**config.mk**
```make
export PLATFORM = sky130hd
export DESIGN_NAME = cmd_engine_top
export DESIGN_NICKNAME = d
export VERILOG_FILES = /design/src/verilog/cmd_engine_pkg.sv /design/src/verilog/axil_pkg.sv /design/src/verilog/fifo_sync.sv /design/src/verilog/cmd_decode.sv /design/src/verilog/cmd_execute.sv /design/src/verilog/result_stage.sv /design/src/verilog/axil_regs.sv /design/src/verilog/cmd_engine_top.sv
export VERILOG_INCLUDE_DIRS = /design/src /design/src/verilog
export SDC_FILE = /design/constraint.sdc
export NUM_CORES = 1
export LEC_CHECK = 0
export BUFFER_PORTS_ARGS = -buffer_cell sky130_fd_sc_hd__buf_2
export CAP_MARGIN = 20
export CORE_ASPECT_RATIO = 1.5
export CORE_UTILIZATION = 23
export DETAILED_ROUTE_END_ITERATION = 12
export MAX_ROUTING_LAYER = met4
export SYNTH_ARGS = -nofsm -noshare
export SYNTH_HDL_FRONTEND = slang
export SYNTH_SLANG_ARGS = --single-unit
```
**constraint.sdc**
```tcl
create_clock -name clk -period 4.25 [get_ports clk]
set_input_delay 0.2125 -clock clk [delete_from_list [all_inputs] [get_ports clk]]
set_output_delay 0.2125 -clock clk [all_outputs]
set_load 0.005 [all_outputs]
```
**src/verilog/cmd_engine_settings.svh**
```systemverilog
/* widths and depths of the command engine
   include wherever one of these macros is needed */

`ifndef CMD_ENGINE_SETTINGS_SVH
`define CMD_ENGINE_SETTINGS_SVH

// data path
`define CE_WORD_W     32    // command / result word, AXI data bus
`define CE_VAL_W      16    // register value and immediate

// register bank
`define CE_NUM_REGS   8

// queues, power of two only
`define CE_CMD_DEPTH  8     // command FIFO
`define CE_RES_DEPTH  8     // result FIFO

// host bus
`define CE_ADDR_W     4     // AXI byte address

`endif

```
**src/verilog/cmd_engine_pkg.sv**
```systemverilog
/* command and result types of the engine
   word layouts live in cmd_decode and result_stage */

`include "cmd_engine_settings.svh"

package cmd_engine_pkg;

   // ##################################################
   // plain widths
   // ##################################################
   typedef logic [`CE_WORD_W-1:0]              word_t;     // one host word
   typedef logic [`CE_VAL_W-1:0]               value_t;    // register contents
   typedef logic [$clog2(`CE_NUM_REGS)-1:0]    reg_idx_t;  // bank index
   typedef logic [3:0]                         opcode_t;

   // supported opcodes, everything else is illegal
   localparam opcode_t OP_LOAD = 4'd1;
   localparam opcode_t OP_ADD  = 4'd2;
   localparam opcode_t OP_SUB  = 4'd3;
   localparam opcode_t OP_XOR  = 4'd4;
   localparam opcode_t OP_READ = 4'd5;

   // ##################################################
   // stage payloads
   // ##################################################
   typedef struct packed {
      opcode_t  op;
      reg_idx_t dst;    // written back, except READ
      reg_idx_t src;    // first operand
      value_t   imm;    // second operand
   } cmd_t;

   typedef struct packed {
      opcode_t  op;     // echoed from the command
      reg_idx_t dst;
      value_t   value;  // computed value
   } res_t;

endpackage

```
**src/verilog/axil_pkg.sv**
```systemverilog
/* AXI4-Lite channel bundles and the host register map
   request travels host to engine, response the other way */

`include "cmd_engine_settings.svh"

package axil_pkg;

   typedef logic [`CE_ADDR_W-1:0]   addr_t;     // byte address
   typedef logic [`CE_WORD_W-1:0]   data_t;
   typedef logic [`CE_WORD_W/8-1:0] strb_t;
   typedef logic [1:0]              resp_t;

   localparam resp_t RESP_OKAY   = 2'b00;
   localparam resp_t RESP_SLVERR = 2'b10;

   // register map
   localparam addr_t REG_CMD    = 4'h0;    // write pushes a command
   localparam addr_t REG_RESULT = 4'h4;    // read pops a result
   localparam addr_t REG_STATUS = 4'h8;    // counts and sticky error

   typedef struct packed {
      addr_t awaddr;
      logic  awvalid;
      data_t wdata;
      strb_t wstrb;     // full words only, not looked at
      logic  wvalid;
      logic  bready;
      addr_t araddr;
      logic  arvalid;
      logic  rready;
   } axil_req_t;

   typedef struct packed {
      logic  awready;
      logic  wready;
      resp_t bresp;
      logic  bvalid;
      logic  arready;
      data_t rdata;
      resp_t rresp;
      logic  rvalid;
   } axil_rsp_t;

endpackage

```
**src/verilog/fifo_sync.sv**
```systemverilog
/* single clock FIFO with a registered read port
   pop while not empty, the word shows on dout one cycle later
   count and the flags follow the pointers with no extra delay */

`timescale 1ns/1ps

module fifo_sync #(
   parameter int DW    = 32,            // word width
   parameter int DEPTH = 8,             // entries, power of two
   localparam int AW   = $clog2(DEPTH)  // array address width
)(
   input  logic          clk,
   input  logic          nreset,
   input  logic          clear,         // synchronous flush
   input  logic          push,
   input  logic [DW-1:0] din,
   output logic          full,
   output logic          almost_full,   // one slot left
   input  logic          pop,
   output logic [DW-1:0] dout,          // valid the cycle after pop
   output logic          empty,
   output logic [AW:0]   count          // entries held, 0 to DEPTH
);

   // ##################################################
   // pointers and flags
   // ##################################################
   logic [AW:0]   wr_ptr;               // msb is the wrap bit
   logic [AW:0]   rd_ptr;
   logic [DW-1:0] mem [DEPTH];          // storage array
   logic          ptr_match;
   logic          do_push;
   logic          do_pop;

   assign ptr_match   = (wr_ptr[AW-1:0] == rd_ptr[AW-1:0]);
   assign full        = ptr_match && (wr_ptr[AW] != rd_ptr[AW]);  // writer lapped reader
   assign empty       = ptr_match && (wr_ptr[AW] == rd_ptr[AW]);
   assign almost_full = (count == (AW+1)'(DEPTH-1));
   assign do_push     = push && !full;  // never overwrite
   assign do_pop      = pop && !empty;

   always_ff @(posedge clk or negedge nreset)
   begin
      if (!nreset)
      begin
         wr_ptr <= '0;
         rd_ptr <= '0;
         count  <= '0;
      end
      else if (clear)
      begin
         wr_ptr <= '0;
         rd_ptr <= '0;
         count  <= '0;
      end
      else
      begin
         if (do_push)
            wr_ptr <= wr_ptr + 1'b1;
         if (do_pop)
            rd_ptr <= rd_ptr + 1'b1;
         case ({do_push, do_pop})
            2'b10:   count <= count + 1'b1;
            2'b01:   count <= count - 1'b1;
            default: count <= count;    // both or neither
         endcase
      end
   end

   // ##################################################
   // array and read register
   // ##################################################
   always_ff @(posedge clk)
   begin
      if (do_push)
         mem[wr_ptr[AW-1:0]] <= din;
      if (do_pop)
         dout <= mem[rd_ptr[AW-1:0]];  // holds until the next pop
   end

   // writer and reader both watch the flags
   a_no_push_full: assert property (@(posedge clk) disable iff (!nreset) !(push && full));
   a_no_pop_empty: assert property (@(posedge clk) disable iff (!nreset) !(pop && empty));

endmodule

```
**src/verilog/cmd_decode.sv**
```systemverilog
/* first pipeline stage, pops command words and unpacks them
   illegal opcodes are dropped here with a one-cycle pulse */

`timescale 1ns/1ps

module cmd_decode (
   input  logic                  clk,
   input  logic                  nreset,
   input  cmd_engine_pkg::word_t fifo_dout,
   input  logic                  fifo_empty,
   output logic                  fifo_pop,
   output logic                  dec_valid,
   output cmd_engine_pkg::cmd_t  dec,
   input  logic                  dec_ready,
   output logic                  illegal     // one cycle per dropped word
);

   logic                      pend;          // fifo_dout holds an unused word
   logic                      slot_free;
   logic                      legal;
   logic                      take;          // word leaves fifo_dout
   cmd_engine_pkg::opcode_t   word_op;

   assign word_op   = fifo_dout[31:28];
   assign legal     = word_op inside {cmd_engine_pkg::OP_LOAD, cmd_engine_pkg::OP_ADD,
                                      cmd_engine_pkg::OP_SUB, cmd_engine_pkg::OP_XOR,
                                      cmd_engine_pkg::OP_READ};
   assign slot_free = !dec_valid || dec_ready;   // empty or draining now
   assign take      = pend && (slot_free || !legal);  // bad words never wait
   assign illegal   = pend && !legal;
   // fetch the next word once the current one moves on
   assign fifo_pop  = !fifo_empty && (!pend || take);

   always_ff @(posedge clk or negedge nreset)
   begin
      if (!nreset)
      begin
         pend      <= 1'b0;
         dec_valid <= 1'b0;
      end
      else
      begin
         if (fifo_pop)
            pend <= 1'b1;                     // read data lands next cycle
         else if (take)
            pend <= 1'b0;
         if (take && legal)
            dec_valid <= 1'b1;
         else if (dec_ready)
            dec_valid <= 1'b0;
      end
   end

   // unpack the command word
   always_ff @(posedge clk)
   begin
      if (take && legal)
      begin
         dec.op  <= word_op;
         dec.dst <= fifo_dout[26:24];
         dec.src <= fifo_dout[22:20];
         dec.imm <= fifo_dout[15:0];
      end
   end

   // execute may stall, the offer stays put meanwhile
   a_dec_hold: assert property (@(posedge clk) disable iff (!nreset)
      dec_valid && !dec_ready |=> dec_valid && $stable(dec));

endmodule

```
**src/verilog/cmd_execute.sv**
```systemverilog
/* second pipeline stage, owns the register bank
   one command per cycle, the bank is written on acceptance so
   the next command already sees the new value */

`timescale 1ns/1ps

`include "cmd_engine_settings.svh"

module cmd_execute (
   input  logic                 clk,
   input  logic                 nreset,
   input  logic                 dec_valid,
   input  cmd_engine_pkg::cmd_t dec,
   output logic                 dec_ready,
   output logic                 exe_valid,
   output cmd_engine_pkg::res_t res,
   input  logic                 exe_ready
);

   cmd_engine_pkg::value_t bank [`CE_NUM_REGS];   // architectural registers
   cmd_engine_pkg::value_t src_val;
   cmd_engine_pkg::value_t new_val;
   logic                   accept;

   assign dec_ready = !exe_valid || exe_ready;    // output slot frees up
   assign accept    = dec_valid && dec_ready;
   assign src_val   = bank[dec.src];

   // ##################################################
   // arithmetic, wraps at 16 bits
   // ##################################################
   always_comb
   begin
      case (dec.op)
         cmd_engine_pkg::OP_LOAD: new_val = dec.imm;
         cmd_engine_pkg::OP_ADD:  new_val = src_val + dec.imm;
         cmd_engine_pkg::OP_SUB:  new_val = src_val - dec.imm;
         cmd_engine_pkg::OP_XOR:  new_val = src_val ^ dec.imm;
         cmd_engine_pkg::OP_READ: new_val = src_val;  // no write back
         default:                 new_val = '0;       // filtered by decode
      endcase
   end

   always_ff @(posedge clk or negedge nreset)
   begin
      if (!nreset)
      begin
         exe_valid <= 1'b0;
         for (int i = 0; i < `CE_NUM_REGS; i++)
            bank[i] <= '0;
      end
      else
      begin
         if (accept)
            exe_valid <= 1'b1;
         else if (exe_ready)
            exe_valid <= 1'b0;
         if (accept && dec.op != cmd_engine_pkg::OP_READ)
            bank[dec.dst] <= new_val;
      end
   end

   // result payload for the last stage
   always_ff @(posedge clk)
   begin
      if (accept)
      begin
         res.op    <= dec.op;
         res.dst   <= dec.dst;
         res.value <= new_val;
      end
   end

endmodule

```
**src/verilog/result_stage.sv**
```systemverilog
/* last pipeline stage, formats one result word per command
   and pushes it into the result FIFO once there is room */

`timescale 1ns/1ps

module result_stage (
   input  logic                  clk,
   input  logic                  nreset,
   input  logic                  exe_valid,
   input  cmd_engine_pkg::res_t  res,
   output logic                  exe_ready,
   input  logic                  fifo_full,
   output logic                  fifo_push,
   output cmd_engine_pkg::word_t fifo_din
);

   logic hold_valid;                               // fifo_din is a live word

   assign fifo_push = hold_valid && !fifo_full;
   assign exe_ready = !hold_valid || fifo_push;    // stall only on a full queue

   always_ff @(posedge clk or negedge nreset)
   begin
      if (!nreset)
         hold_valid <= 1'b0;
      else if (exe_valid && exe_ready)
         hold_valid <= 1'b1;
      else if (fifo_push)
         hold_valid <= 1'b0;
   end

   // op 31:28, dst 26:24, value 15:0, rest zero
   always_ff @(posedge clk)
   begin
      if (exe_valid && exe_ready)
         fifo_din <= {res.op, 1'b0, res.dst, 8'h00, res.value};
   end

endmodule

```
**src/verilog/axil_regs.sv**
```systemverilog
/* AXI4-Lite slave for the host side, one write and one read at a time
   CMD pushes the command FIFO, RESULT pops the result FIFO,
   STATUS reports both counts and the sticky illegal bit */

`timescale 1ns/1ps

`include "cmd_engine_settings.svh"

module axil_regs (
   input  logic                             clk,
   input  logic                             nreset,
   input  axil_pkg::axil_req_t              req,
   output axil_pkg::axil_rsp_t              rsp,
   output logic                             cmd_push,
   output cmd_engine_pkg::word_t            cmd_data,
   input  logic                             cmd_full,
   input  logic [$clog2(`CE_CMD_DEPTH):0]   cmd_count,
   output logic                             res_pop,
   input  cmd_engine_pkg::word_t            res_dout,
   input  logic                             res_empty,
   input  logic [$clog2(`CE_RES_DEPTH):0]   res_count,
   input  logic                             illegal      // pulse from decode
);

   typedef enum logic {W_IDLE, W_RESP} w_state_t;
   typedef enum logic [1:0] {R_IDLE, R_WAIT, R_RESP} r_state_t;

   w_state_t              w_state;
   r_state_t              r_state;
   logic                  wr_go;          // AW and W taken together
   logic                  rd_go;
   logic                  status_wr;
   logic                  illegal_q;      // sticky
   logic                  popped_q;       // read found a result
   axil_pkg::addr_t       rd_addr_q;
   axil_pkg::resp_t       bresp_q;
   axil_pkg::resp_t       rresp_q;
   cmd_engine_pkg::word_t rdata_q;
   cmd_engine_pkg::word_t status_word;

   // ##################################################
   // write channel
   // ##################################################
   assign wr_go     = (w_state == W_IDLE) && req.awvalid && req.wvalid;
   assign cmd_push  = wr_go && (req.awaddr == axil_pkg::REG_CMD) && !cmd_full;
   assign cmd_data  = req.wdata;
   assign status_wr = wr_go && (req.awaddr == axil_pkg::REG_STATUS);

   always_ff @(posedge clk or negedge nreset)
   begin
      if (!nreset)
         w_state <= W_IDLE;
      else
         case (w_state)
            W_IDLE:  if (wr_go) w_state <= W_RESP;
            W_RESP:  if (req.bready) w_state <= W_IDLE;
            default: w_state <= W_IDLE;
         endcase
   end

   // full queue or unknown offset gets SLVERR
   always_ff @(posedge clk)
   begin
      if (wr_go)
         bresp_q <= (cmd_push || status_wr) ? axil_pkg::RESP_OKAY : axil_pkg::RESP_SLVERR;
   end

   always_ff @(posedge clk or negedge nreset)
   begin
      if (!nreset)
         illegal_q <= 1'b0;
      else if (illegal)
         illegal_q <= 1'b1;          // a new error beats the clear
      else if (status_wr)
         illegal_q <= 1'b0;
   end

   // ##################################################
   // read channel
   // ##################################################
   assign rd_go   = (r_state == R_IDLE) && req.arvalid;
   assign res_pop = rd_go && (req.araddr == axil_pkg::REG_RESULT) && !res_empty;

   always_comb
   begin
      status_word      = '0;
      status_word[3:0] = cmd_count;
      status_word[7:4] = res_count;
      status_word[8]   = illegal_q;
   end

   always_ff @(posedge clk or negedge nreset)
   begin
      if (!nreset)
         r_state <= R_IDLE;
      else
         case (r_state)
            R_IDLE:  if (rd_go) r_state <= R_WAIT;
            R_WAIT:  r_state <= R_RESP;          // FIFO dout settles here
            R_RESP:  if (req.rready) r_state <= R_IDLE;
            default: r_state <= R_IDLE;
         endcase
   end

   always_ff @(posedge clk)
   begin
      if (rd_go)
      begin
         rd_addr_q <= req.araddr;
         popped_q  <= res_pop;
      end
      if (r_state == R_WAIT)
      begin
         if (rd_addr_q == axil_pkg::REG_RESULT && popped_q)
         begin
            rdata_q <= res_dout;
            rresp_q <= axil_pkg::RESP_OKAY;
         end
         else if (rd_addr_q == axil_pkg::REG_STATUS)
         begin
            rdata_q <= status_word;
            rresp_q <= axil_pkg::RESP_OKAY;
         end
         else
         begin
            rdata_q <= '0;                  // empty queue or bad offset
            rresp_q <= axil_pkg::RESP_SLVERR;
         end
      end
   end

   always_comb
   begin
      rsp.awready = wr_go;
      rsp.wready  = wr_go;
      rsp.bresp   = bresp_q;
      rsp.bvalid  = (w_state == W_RESP);
      rsp.arready = rd_go;
      rsp.rdata   = rdata_q;
      rsp.rresp   = rresp_q;
      rsp.rvalid  = (r_state == R_RESP);
   end

   // responses stay up and unchanged until the host takes them
   a_b_hold: assert property (@(posedge clk) disable iff (!nreset)
      rsp.bvalid && !req.bready |=> rsp.bvalid && $stable(rsp.bresp));
   a_r_hold: assert property (@(posedge clk) disable iff (!nreset)
      rsp.rvalid && !req.rready |=> rsp.rvalid && $stable(rsp.rdata));

endmodule

```
**src/verilog/cmd_engine_top.sv**
```systemverilog
/* command engine top, AXI4-Lite front end feeding a command FIFO,
   decode, execute and result stages, and a result FIFO read back
   by the host */

`timescale 1ns/1ps

`include "cmd_engine_settings.svh"

module cmd_engine_top (
   input  logic                clk,
   input  logic                nreset,
   input  axil_pkg::axil_req_t axil_req,
   output axil_pkg::axil_rsp_t axil_rsp
);

   // ##################################################
   // wires
   // ##################################################
   logic                           cmd_push, cmd_full, cmd_pop, cmd_empty;
   logic                           res_push, res_full, res_pop, res_empty;
   logic [$clog2(`CE_CMD_DEPTH):0] cmd_count;
   logic [$clog2(`CE_RES_DEPTH):0] res_count;
   cmd_engine_pkg::word_t          cmd_data, cmd_dout;   // host side, decode side
   cmd_engine_pkg::word_t          res_din, res_dout;
   logic                           dec_valid, dec_ready, illegal;
   logic                           exe_valid, exe_ready;
   cmd_engine_pkg::cmd_t           dec;
   cmd_engine_pkg::res_t           res;

   axil_regs axil_regs_inst (
      .clk       (clk),
      .nreset    (nreset),
      .req       (axil_req),
      .rsp       (axil_rsp),
      .cmd_push  (cmd_push),
      .cmd_data  (cmd_data),
      .cmd_full  (cmd_full),
      .cmd_count (cmd_count),
      .res_pop   (res_pop),
      .res_dout  (res_dout),
      .res_empty (res_empty),
      .res_count (res_count),
      .illegal   (illegal)
   );

   // host to pipeline
   fifo_sync #(.DW(`CE_WORD_W), .DEPTH(`CE_CMD_DEPTH)) cmd_fifo (
      .clk         (clk),
      .nreset      (nreset),
      .clear       (1'b0),
      .push        (cmd_push),
      .din         (cmd_data),
      .full        (cmd_full),
      .almost_full (),
      .pop         (cmd_pop),
      .dout        (cmd_dout),
      .empty       (cmd_empty),
      .count       (cmd_count)
   );

   cmd_decode cmd_decode_inst (
      .clk        (clk),
      .nreset     (nreset),
      .fifo_dout  (cmd_dout),
      .fifo_empty (cmd_empty),
      .fifo_pop   (cmd_pop),
      .dec_valid  (dec_valid),
      .dec        (dec),
      .dec_ready  (dec_ready),
      .illegal    (illegal)
   );

   cmd_execute cmd_execute_inst (
      .clk       (clk),
      .nreset    (nreset),
      .dec_valid (dec_valid),
      .dec       (dec),
      .dec_ready (dec_ready),
      .exe_valid (exe_valid),
      .res       (res),
      .exe_ready (exe_ready)
   );

   result_stage result_stage_inst (
      .clk       (clk),
      .nreset    (nreset),
      .exe_valid (exe_valid),
      .res       (res),
      .exe_ready (exe_ready),
      .fifo_full (res_full),
      .fifo_push (res_push),
      .fifo_din  (res_din)
   );

   // pipeline to host, full here backs up every stage
   fifo_sync #(.DW(`CE_WORD_W), .DEPTH(`CE_RES_DEPTH)) res_fifo (
      .clk         (clk),
      .nreset      (nreset),
      .clear       (1'b0),
      .push        (res_push),
      .din         (res_din),
      .full        (res_full),
      .almost_full (),
      .pop         (res_pop),
      .dout        (res_dout),
      .empty       (res_empty),
      .count       (res_count)
   );

endmodule

```
Word-level counts from Yosys, hierarchy flattened
Memory sizes are Yosys's and may differ from the RTL's. A register that Yosys moved wholly into a read port is not among the register bits.
Cells that the tools add are included.
{"block": "word_totals", "inputBits": 51, "elab_cells": 168, "register_bits": 305, "mem_bits_rw": 440, "memories": 2, "out_inout_bits": 41}
{"block": "classes", "n_addsub": 10, "n_mux": 33, "n_reduce_logical": 52, "n_bitwise": 4, "n_lt_le_gt_ge": 3, "n_eq_ne": 29}
{"memory": "cmd_fifo.mem", "words": 8, "word_bits": 32, "rd": 1, "rd_ports_with_merged_regs": 1, "wr": 1, "line_no": "fifo_sync.sv:30", "text": "logic [DW-1:0] mem [DEPTH];"}
{"memory": "res_fifo.mem", "words": 8, "word_bits": 23, "rd": 1, "rd_ports_with_merged_regs": 1, "wr": 1, "line_no": "fifo_sync.sv:30"}
{"operator": "bitwise mux 128 bit", "n": 1}
{"operator": "one-hot mux 16 bit (5 select lines)", "n": 1}
{"operator": "binary-select mux 16 bit (select 3 bit)", "n": 1}
{"operator": "demux 16 bit (select 3 bit)", "n": 1}
{"operator": "two-way mux 16 bit", "n": 3}
{"operator": "two-way mux 32 bit", "n": 1}
{"operator": "logical AND 1 bit", "n": 26}
{"operator": "adder 4 x 1 -> 4 bit, second input constant", "n": 6}
{"operator": "== test 4 x 3 -> 1 bit, second input constant", "n": 6}
{"operator": "adder 16 bit", "n": 1}
{"operator": "== test 4 x 2 -> 1 bit, second input constant", "n": 4}
{"operator": "two-way mux 1 bit", "n": 16}
{"operator": "one-hot mux 4 bit (2 select lines)", "n": 2}
{"operator": "subtractor 16 bit", "n": 1}
{"operator": "XOR 16 bit", "n": 1}
{"operator": "nonzero test 2 bit", "n": 7}
{"operator": "zero test 1 bit", "n": 9}
{"operator": "two-way mux 9 bit", "n": 1}
{"operator": "== test 4 x 1 -> 1 bit, second input constant", "n": 2}
{"operator": "== test 4 bit, second input constant", "n": 2}
{"operator": "greater-or-equal comparator 4 bit, second input constant", "n": 2}
{"operator": "two-way mux 2 bit", "n": 4}
{"operator": "inverter 3 -> 4 bit", "n": 2}
{"operator": "subtractor 4 x 1 -> 4 bit, second input constant", "n": 2}
{"operator": "17 further kinds", "n": 29}

Longest topological paths before layout
{"block": "depth", "depth_word": 14, "ltp_mapped": 16, "ltp_nobuf": 15}

By module
Synthesis repeated with hierarchy kept, for this count alone.
{"block": "hier_totals", "hier_cells": 1883, "hier_area_um2": 34683.3}
{"mod": "fifo_sync", "cells_per_inst": 496, "instances": 2, "area_each_um2": 11414.7}
{"mod": "cmd_execute", "cells_per_inst": 651, "instances": 1, "area_each_um2": 7986.4}
{"mod": "axil_regs", "cells_per_inst": 163, "instances": 1, "area_each_um2": 2145.8}
{"mod": "cmd_decode", "cells_per_inst": 38, "instances": 1, "area_each_um2": 905.9}
{"mod": "result_stage", "cells_per_inst": 38, "instances": 1, "area_each_um2": 812.0}
{"mod": "cmd_engine_top", "cells_per_inst": 1, "instances": 1, "area_each_um2": 3.8}

Least setup slack after synthesis
No wires, ideal clock.
{"block": "synth_path", "path_kind": "register -> register", "start": "reg, netlist name cmd_decode_inst.dec[17]", "end": "reg, netlist name cmd_execute_inst.res[14]", "stages_incl_launch_ff": 15, "arrival_ns": 3.810, "n_path_buf": 2, "slack_ns": 0.166, "setup_ns": 0.274, "period_less_slack_ns": 4.084, "cell_sequence": "edfxtp_1 clkbuf_1 clkbuf_1 mux4_2 mux2_2 inv_1 ha_1 inv_1 fa_1 a21o_1 a221oi_1 o32ai_1 or3_1 a31oi_1 inv_1"}
{"block": "synth_via", "elab_chain_cells": 6, "elab_cells_between_ends": 8}
{"item": "inverter 3 -> 4 bit (not written as such) *", "line_no": "cmd_execute.sv:27", "text": "assign src_val = bank[dec.src];"}
{"item": "binary-select mux 16 bit (select 3 bit) *", "line_no": "cmd_execute.sv:27"}
{"item": "two-way mux 16 bit (not written as such) * (2 in a row)", "line_no": "cmd_execute.sv:27"}
{"item": "subtractor 16 bit, or another cell as far along", "line_no": "cmd_execute.sv:37", "text": "cmd_engine_pkg::OP_SUB: new_val = src_val - dec.imm;"}
{"item": "one-hot mux 16 bit (5 select lines) *", "line_no": "cmd_execute.sv:34", "text": "case (dec.op)"}
{"item": "via cmd_execute_inst.new_val[14]", "line_no": "cmd_execute.sv:22", "text": "cmd_engine_pkg::value_t new_val;"}
The timed path passes the listed nets; every way through them passes the cells marked *. The select of a mux whose other input is x is not followed.
A chain may end at the register's enable or synchronous reset.

Final worst setup path
{"block": "layout_path", "start": "reg, netlist name cmd_decode_inst.dec[7]", "end": "reg cmd_execute_inst.bank[15] (netlist name)"}
{"block": "layout_via", "elab_chain_cells": 3, "elab_cells_between_ends": 4}
{"item": "subtractor 16 bit or adder 16 bit (tied branches)", "line_no": "cmd_execute.sv:37, cmd_execute.sv:36"}
{"item": "one-hot mux 16 bit (5 select lines) *", "line_no": "cmd_execute.sv:34"}
{"item": "bitwise mux 128 bit *", "line_no": "cmd_execute.sv:59", "text": "bank[dec.dst] <= new_val;"}
{"item": "end signal: indexed assignment", "line_no": "cmd_execute.sv:59"}
{"item": "end: declaration", "line_no": "cmd_execute.sv:20", "text": "cmd_engine_pkg::value_t bank [`CE_NUM_REGS];"}
Every way passes the cells marked *; elsewhere a longest branch is shown, timed or not.

==> out/metrics.csv <==
stage;metric;value;unit
outcome;status;complete, but fails checks;
outcome;violations;DRC;
setup_path;slowest_delay;0.56;ns
detailed_routing;dr.pass1.iters;9;
clock_tree;numCtsBuffers;80;
cells_and_area;final_cell_mix;edfxtp_1 (543), dfrtp_1 (156), a21oi_1 (153), nor2_1 (145), mux4_2 (130);
timing;worst_pin_slew;1.02;ns
setup_path;cp.arrival;4.52;ns
timing;hold_viol;0;
clock_tree;cts_tree;built;
synthesis;synth_cell_types;62;
synthesis;yosysWarnings;0;
clock_tree;cts_max_level;3;
cells_and_area;final_common_cell;edfxtp_1;
timing;slew_violations;0;
synthesis;synth_cells;1665;
power;p_comb_frac;0.347;
synthesis;ys_seq_area_frac;0.717;
clock_tree;cts_buffer_depth;3;
synthesis;synth_edf_count;543;
detailed_routing;drc;16;
placement;place.gp.congestion;0.822;
cells_and_area;drive_gt1_frac;0.267;
synthesis;synth_area;0.0283;mm2
setup_path;start_kind;flop;
power;power_frac_clock;0.260;
floorplan;num_rows;157;
global_route;grt_pass1_vias;15200;
worst_hold_path;worstHoldStart;axil_req[47];
floorplan;die-area;0.125;mm2
floorplan;num_io_pins;92;
floorplan;die_x;288;um
timing;setup_viol;0;
synthesis;synth_top_cell_area_share;0.576;
clock_tree;cts_root_buf;clkbuf_16;
global_route;grt_max_degree;82;
detailed_routing;first_iter_violations;855;
timing;fin_crit_sh;0.952;
synthesis;synthArstFlopShare;0.228;
floorplan;die_y;432;um
setup_path;crit_start;cmd_decode_inst.dec[7];
clock_tree;path_clk_slew;0.06;ns
timing;fin_setup_tns;0;ns
worst_hold_path;min_path_cells;5;
clock_tree;postCtsSetupRepairBufs;0;
placement;numPortBuffers;70;
placement;dp_hpwl;34900;um
power;p_seq_frac;0.393;
synthesis;synth_seq_cells;703;
cells_and_area;stdcell_count;3496;
clock_tree;cts.sinks;703;
global_route;grt_util_all_layers;0.0955;
floorplan;core;0.122;mm2
power;power.total;26.6;mW
floorplan;start_util;0.232;
power;p_sw;8.77;mW
power;p_leak;11.9;nW
power;switching_share;0.329;
detailed_routing;routed_wl;57300;um
detailed_routing;wl_per_cell;16.4;um
detailed_routing;vias;14400;
timing;rsz0062_at_grt;false;
setup_path;reg2reg_from;cmd_decode_inst.dec[7];
detailed_routing;routed_via_density;4.13;
setup_path;crit_top_cell;buf_4;
global_route;overflow;0;
clock_tree;worstSkewPairLatency;0.63;ns
synthesis;synth_top_area_cell;edfxtp_1;
detailed_routing;ant_nets;0;
global_route;antenna_found_initial;1;
cells_and_area;areaGrowthSynthToFinish;20.5;%
setup_path;crit_fanout;6;
synthesis;avgSynthCellArea;17.0;um2
setup_path;cpMaxStageDelayCell;or4_4;
setup_path;path_cells;or4_4, or3_4, or3_2, buf_4, nand2_1, xor2_1, ha_1, a21o_1, a21oi_1, inv_1, o41ai_1, buf_4, a211oi_1, nor3b_4, buf_4, a21oi_1;
setup_path;cp-end-kind;flop;
setup_path;critPathRequiredTime;4.73;ns
setup_path;r2r_cells;16;
timing;max_freq;0.247;GHz
placement;dp_cells;3307;
timing;slew-limit-headroom;0.322;
worst_hold_path;holdCritPathClass;in2reg;
power;p_int;17.9;mW
synthesis;synth_area_leaders;edfxtp_1 (58%), dfrtp_1 (14%), mux4_2 (10%), a21oi_1 (2.7%), mux2_2 (2.7%);
cells_and_area;layout.nets;1918;
power;power.density;781;mW/mm2
power;ir_drop;0.000382;V
timing;final.min_clock_period;4.05;ns
synthesis;ys.flop_type;edfxtp_1;
timing;finalClockSkew;0.0188;ns
global_route;grt_pass1_wl;89500;um
setup_path;worstSetupPathType;reg2reg;
run;cap_viol_max_count;0;
[synth_stat cells (3+ instances only)]
cell,instances
a211oi_1,4
a21o_1,11
a21oi_1,154
a222oi_1,6
a22o_1,12
a31oi_1,3
and2_1,18
and4_1,3
buf_1,14
buf_2,4
buf_4,15
clkbuf_1,69
dfrtp_1,160
edfxtp_1,543
fa_1,3
ha_1,26
inv_1,37
mux2_2,68
mux2i_1,4
mux4_2,130
nand2_1,37
nand2b_1,10
nand3_1,6
nand4_1,6
nor2_1,158
nor2b_1,10
nor3_1,10
nor3b_1,8
nor4_1,7
o21a_1,4
o21ai_0,30
o31ai_1,3
or3_1,4
xnor2_1,28
xor2_1,27
[what timing repair did]
action	4_1_cts	5_1_grt
hold buffers	39	0
endpoints found under the setup margin	0	1
gates resized for setup	0	1
endpoints found under the hold margin	296	0
[final cells by class]
| cell class | count | area [um2] |
|---|---|---|
| diodes | 1 | 2.50 |
| multi-input cells | 833 | 7630 |
| fillers | 12200 | 87900 |
| well taps | 1590 | 1990 |
| repair buffers | 183 | 1350 |
| inverters | 37 | 139 |
| clock buffers | 95 | 2090 |
| flip-flops and latches | 703 | 20300 |
| clock inverters | 54 | 584 |
[worst max-delay path, delay by kind of cell, from the launching register on]
| kind | cells | cell delay, ns |
|---|---|---|
| and+or+nand+nor | 5 | 1.78 |
| adders and majority gates | 1 | 0.22 |
| AOI/OAI and AO/OA | 5 | 0.87 |
| xor gates and xnor gates | 1 | 0.08 |
| DFF | 1 | 0.38 |
| buffers and inverters | 4 | 0.57 |
[metrics by stage]
step,area [um2],util,hold WS [ns],worst slack [ns]
2_1_floorplan,28400,-,-0.0831,0.166
3_3_place_gp,31000,0.254,0.353,0.136
3_5_place_dp,31000,0.254,0.341,0.208
4_1_cts,34100,0.280,0.0104,0.186
5_1_grt,34100,0.280,0.0740,0.000263
6_report,34100,0.280,0.0388,0.203
[power by group through the flow]
stage / registers (mW) / clock network [mW] / logic (mW)
after global routing: 10.7 / 7.35 / 10.2
final: 10.5 / 6.91 / 9.25
after floorplan: 10.2 / 0 / 6.70
after detailed placement: 10.6 / 0 / 9.28
after global placement: 10.5 / 0 / 9.20
after CTS: 10.5 / 7.11 / 9.35
[final timing paths]
kind,to,slack (ns)
max,cmd_execute_inst.bank[15],0.20
max reg2reg,cmd_execute_inst.bank[15],0.20
min reg2reg,result_stage_inst.fifo_din[13],0.42
min,axil_regs_inst.illegal_q,0.04
min in group asynchronous,res_fifo.count[2],0.21
max in group asynchronous,cmd_execute_inst.bank[113],2.97
[per-layer routing]
metal,global-route usage,vias up,share of wire
met5,-,-,0
met4,0.0333,0,0.031
met3,0.0180,135,0.037
met2,0.161,301,0.50
met1,0.113,7255,0.43
li1,-,6748,-
[state kept, by name (all words and copies together) (netlist names), 23 cells and up]
name                        count
cmd_execute_inst.bank         128
cmd_fifo.mem                  208
res_fifo.mem                  184
cmd_fifo.dout                  26
cmd_execute_inst.res           23
axil_regs_inst.rdata_q         23
cmd_decode_inst.dec            26
result_stage_inst.fifo_din     23
res_fifo.dout                  23
[kinds of logic after synthesis]
kind of cell    count (synthesis)  share of synthesized area
flops                         703                      0.717
simple gates                  291                     0.0486
compound gates                245                     0.0509
mux                           202                      0.132
buf+inv                       139                     0.0206
xor+xnor                       55                     0.0170
fa+ha+maj                      29                     0.0136
other cells                     1                   0.000132
(Power assumes the default switching activity.)
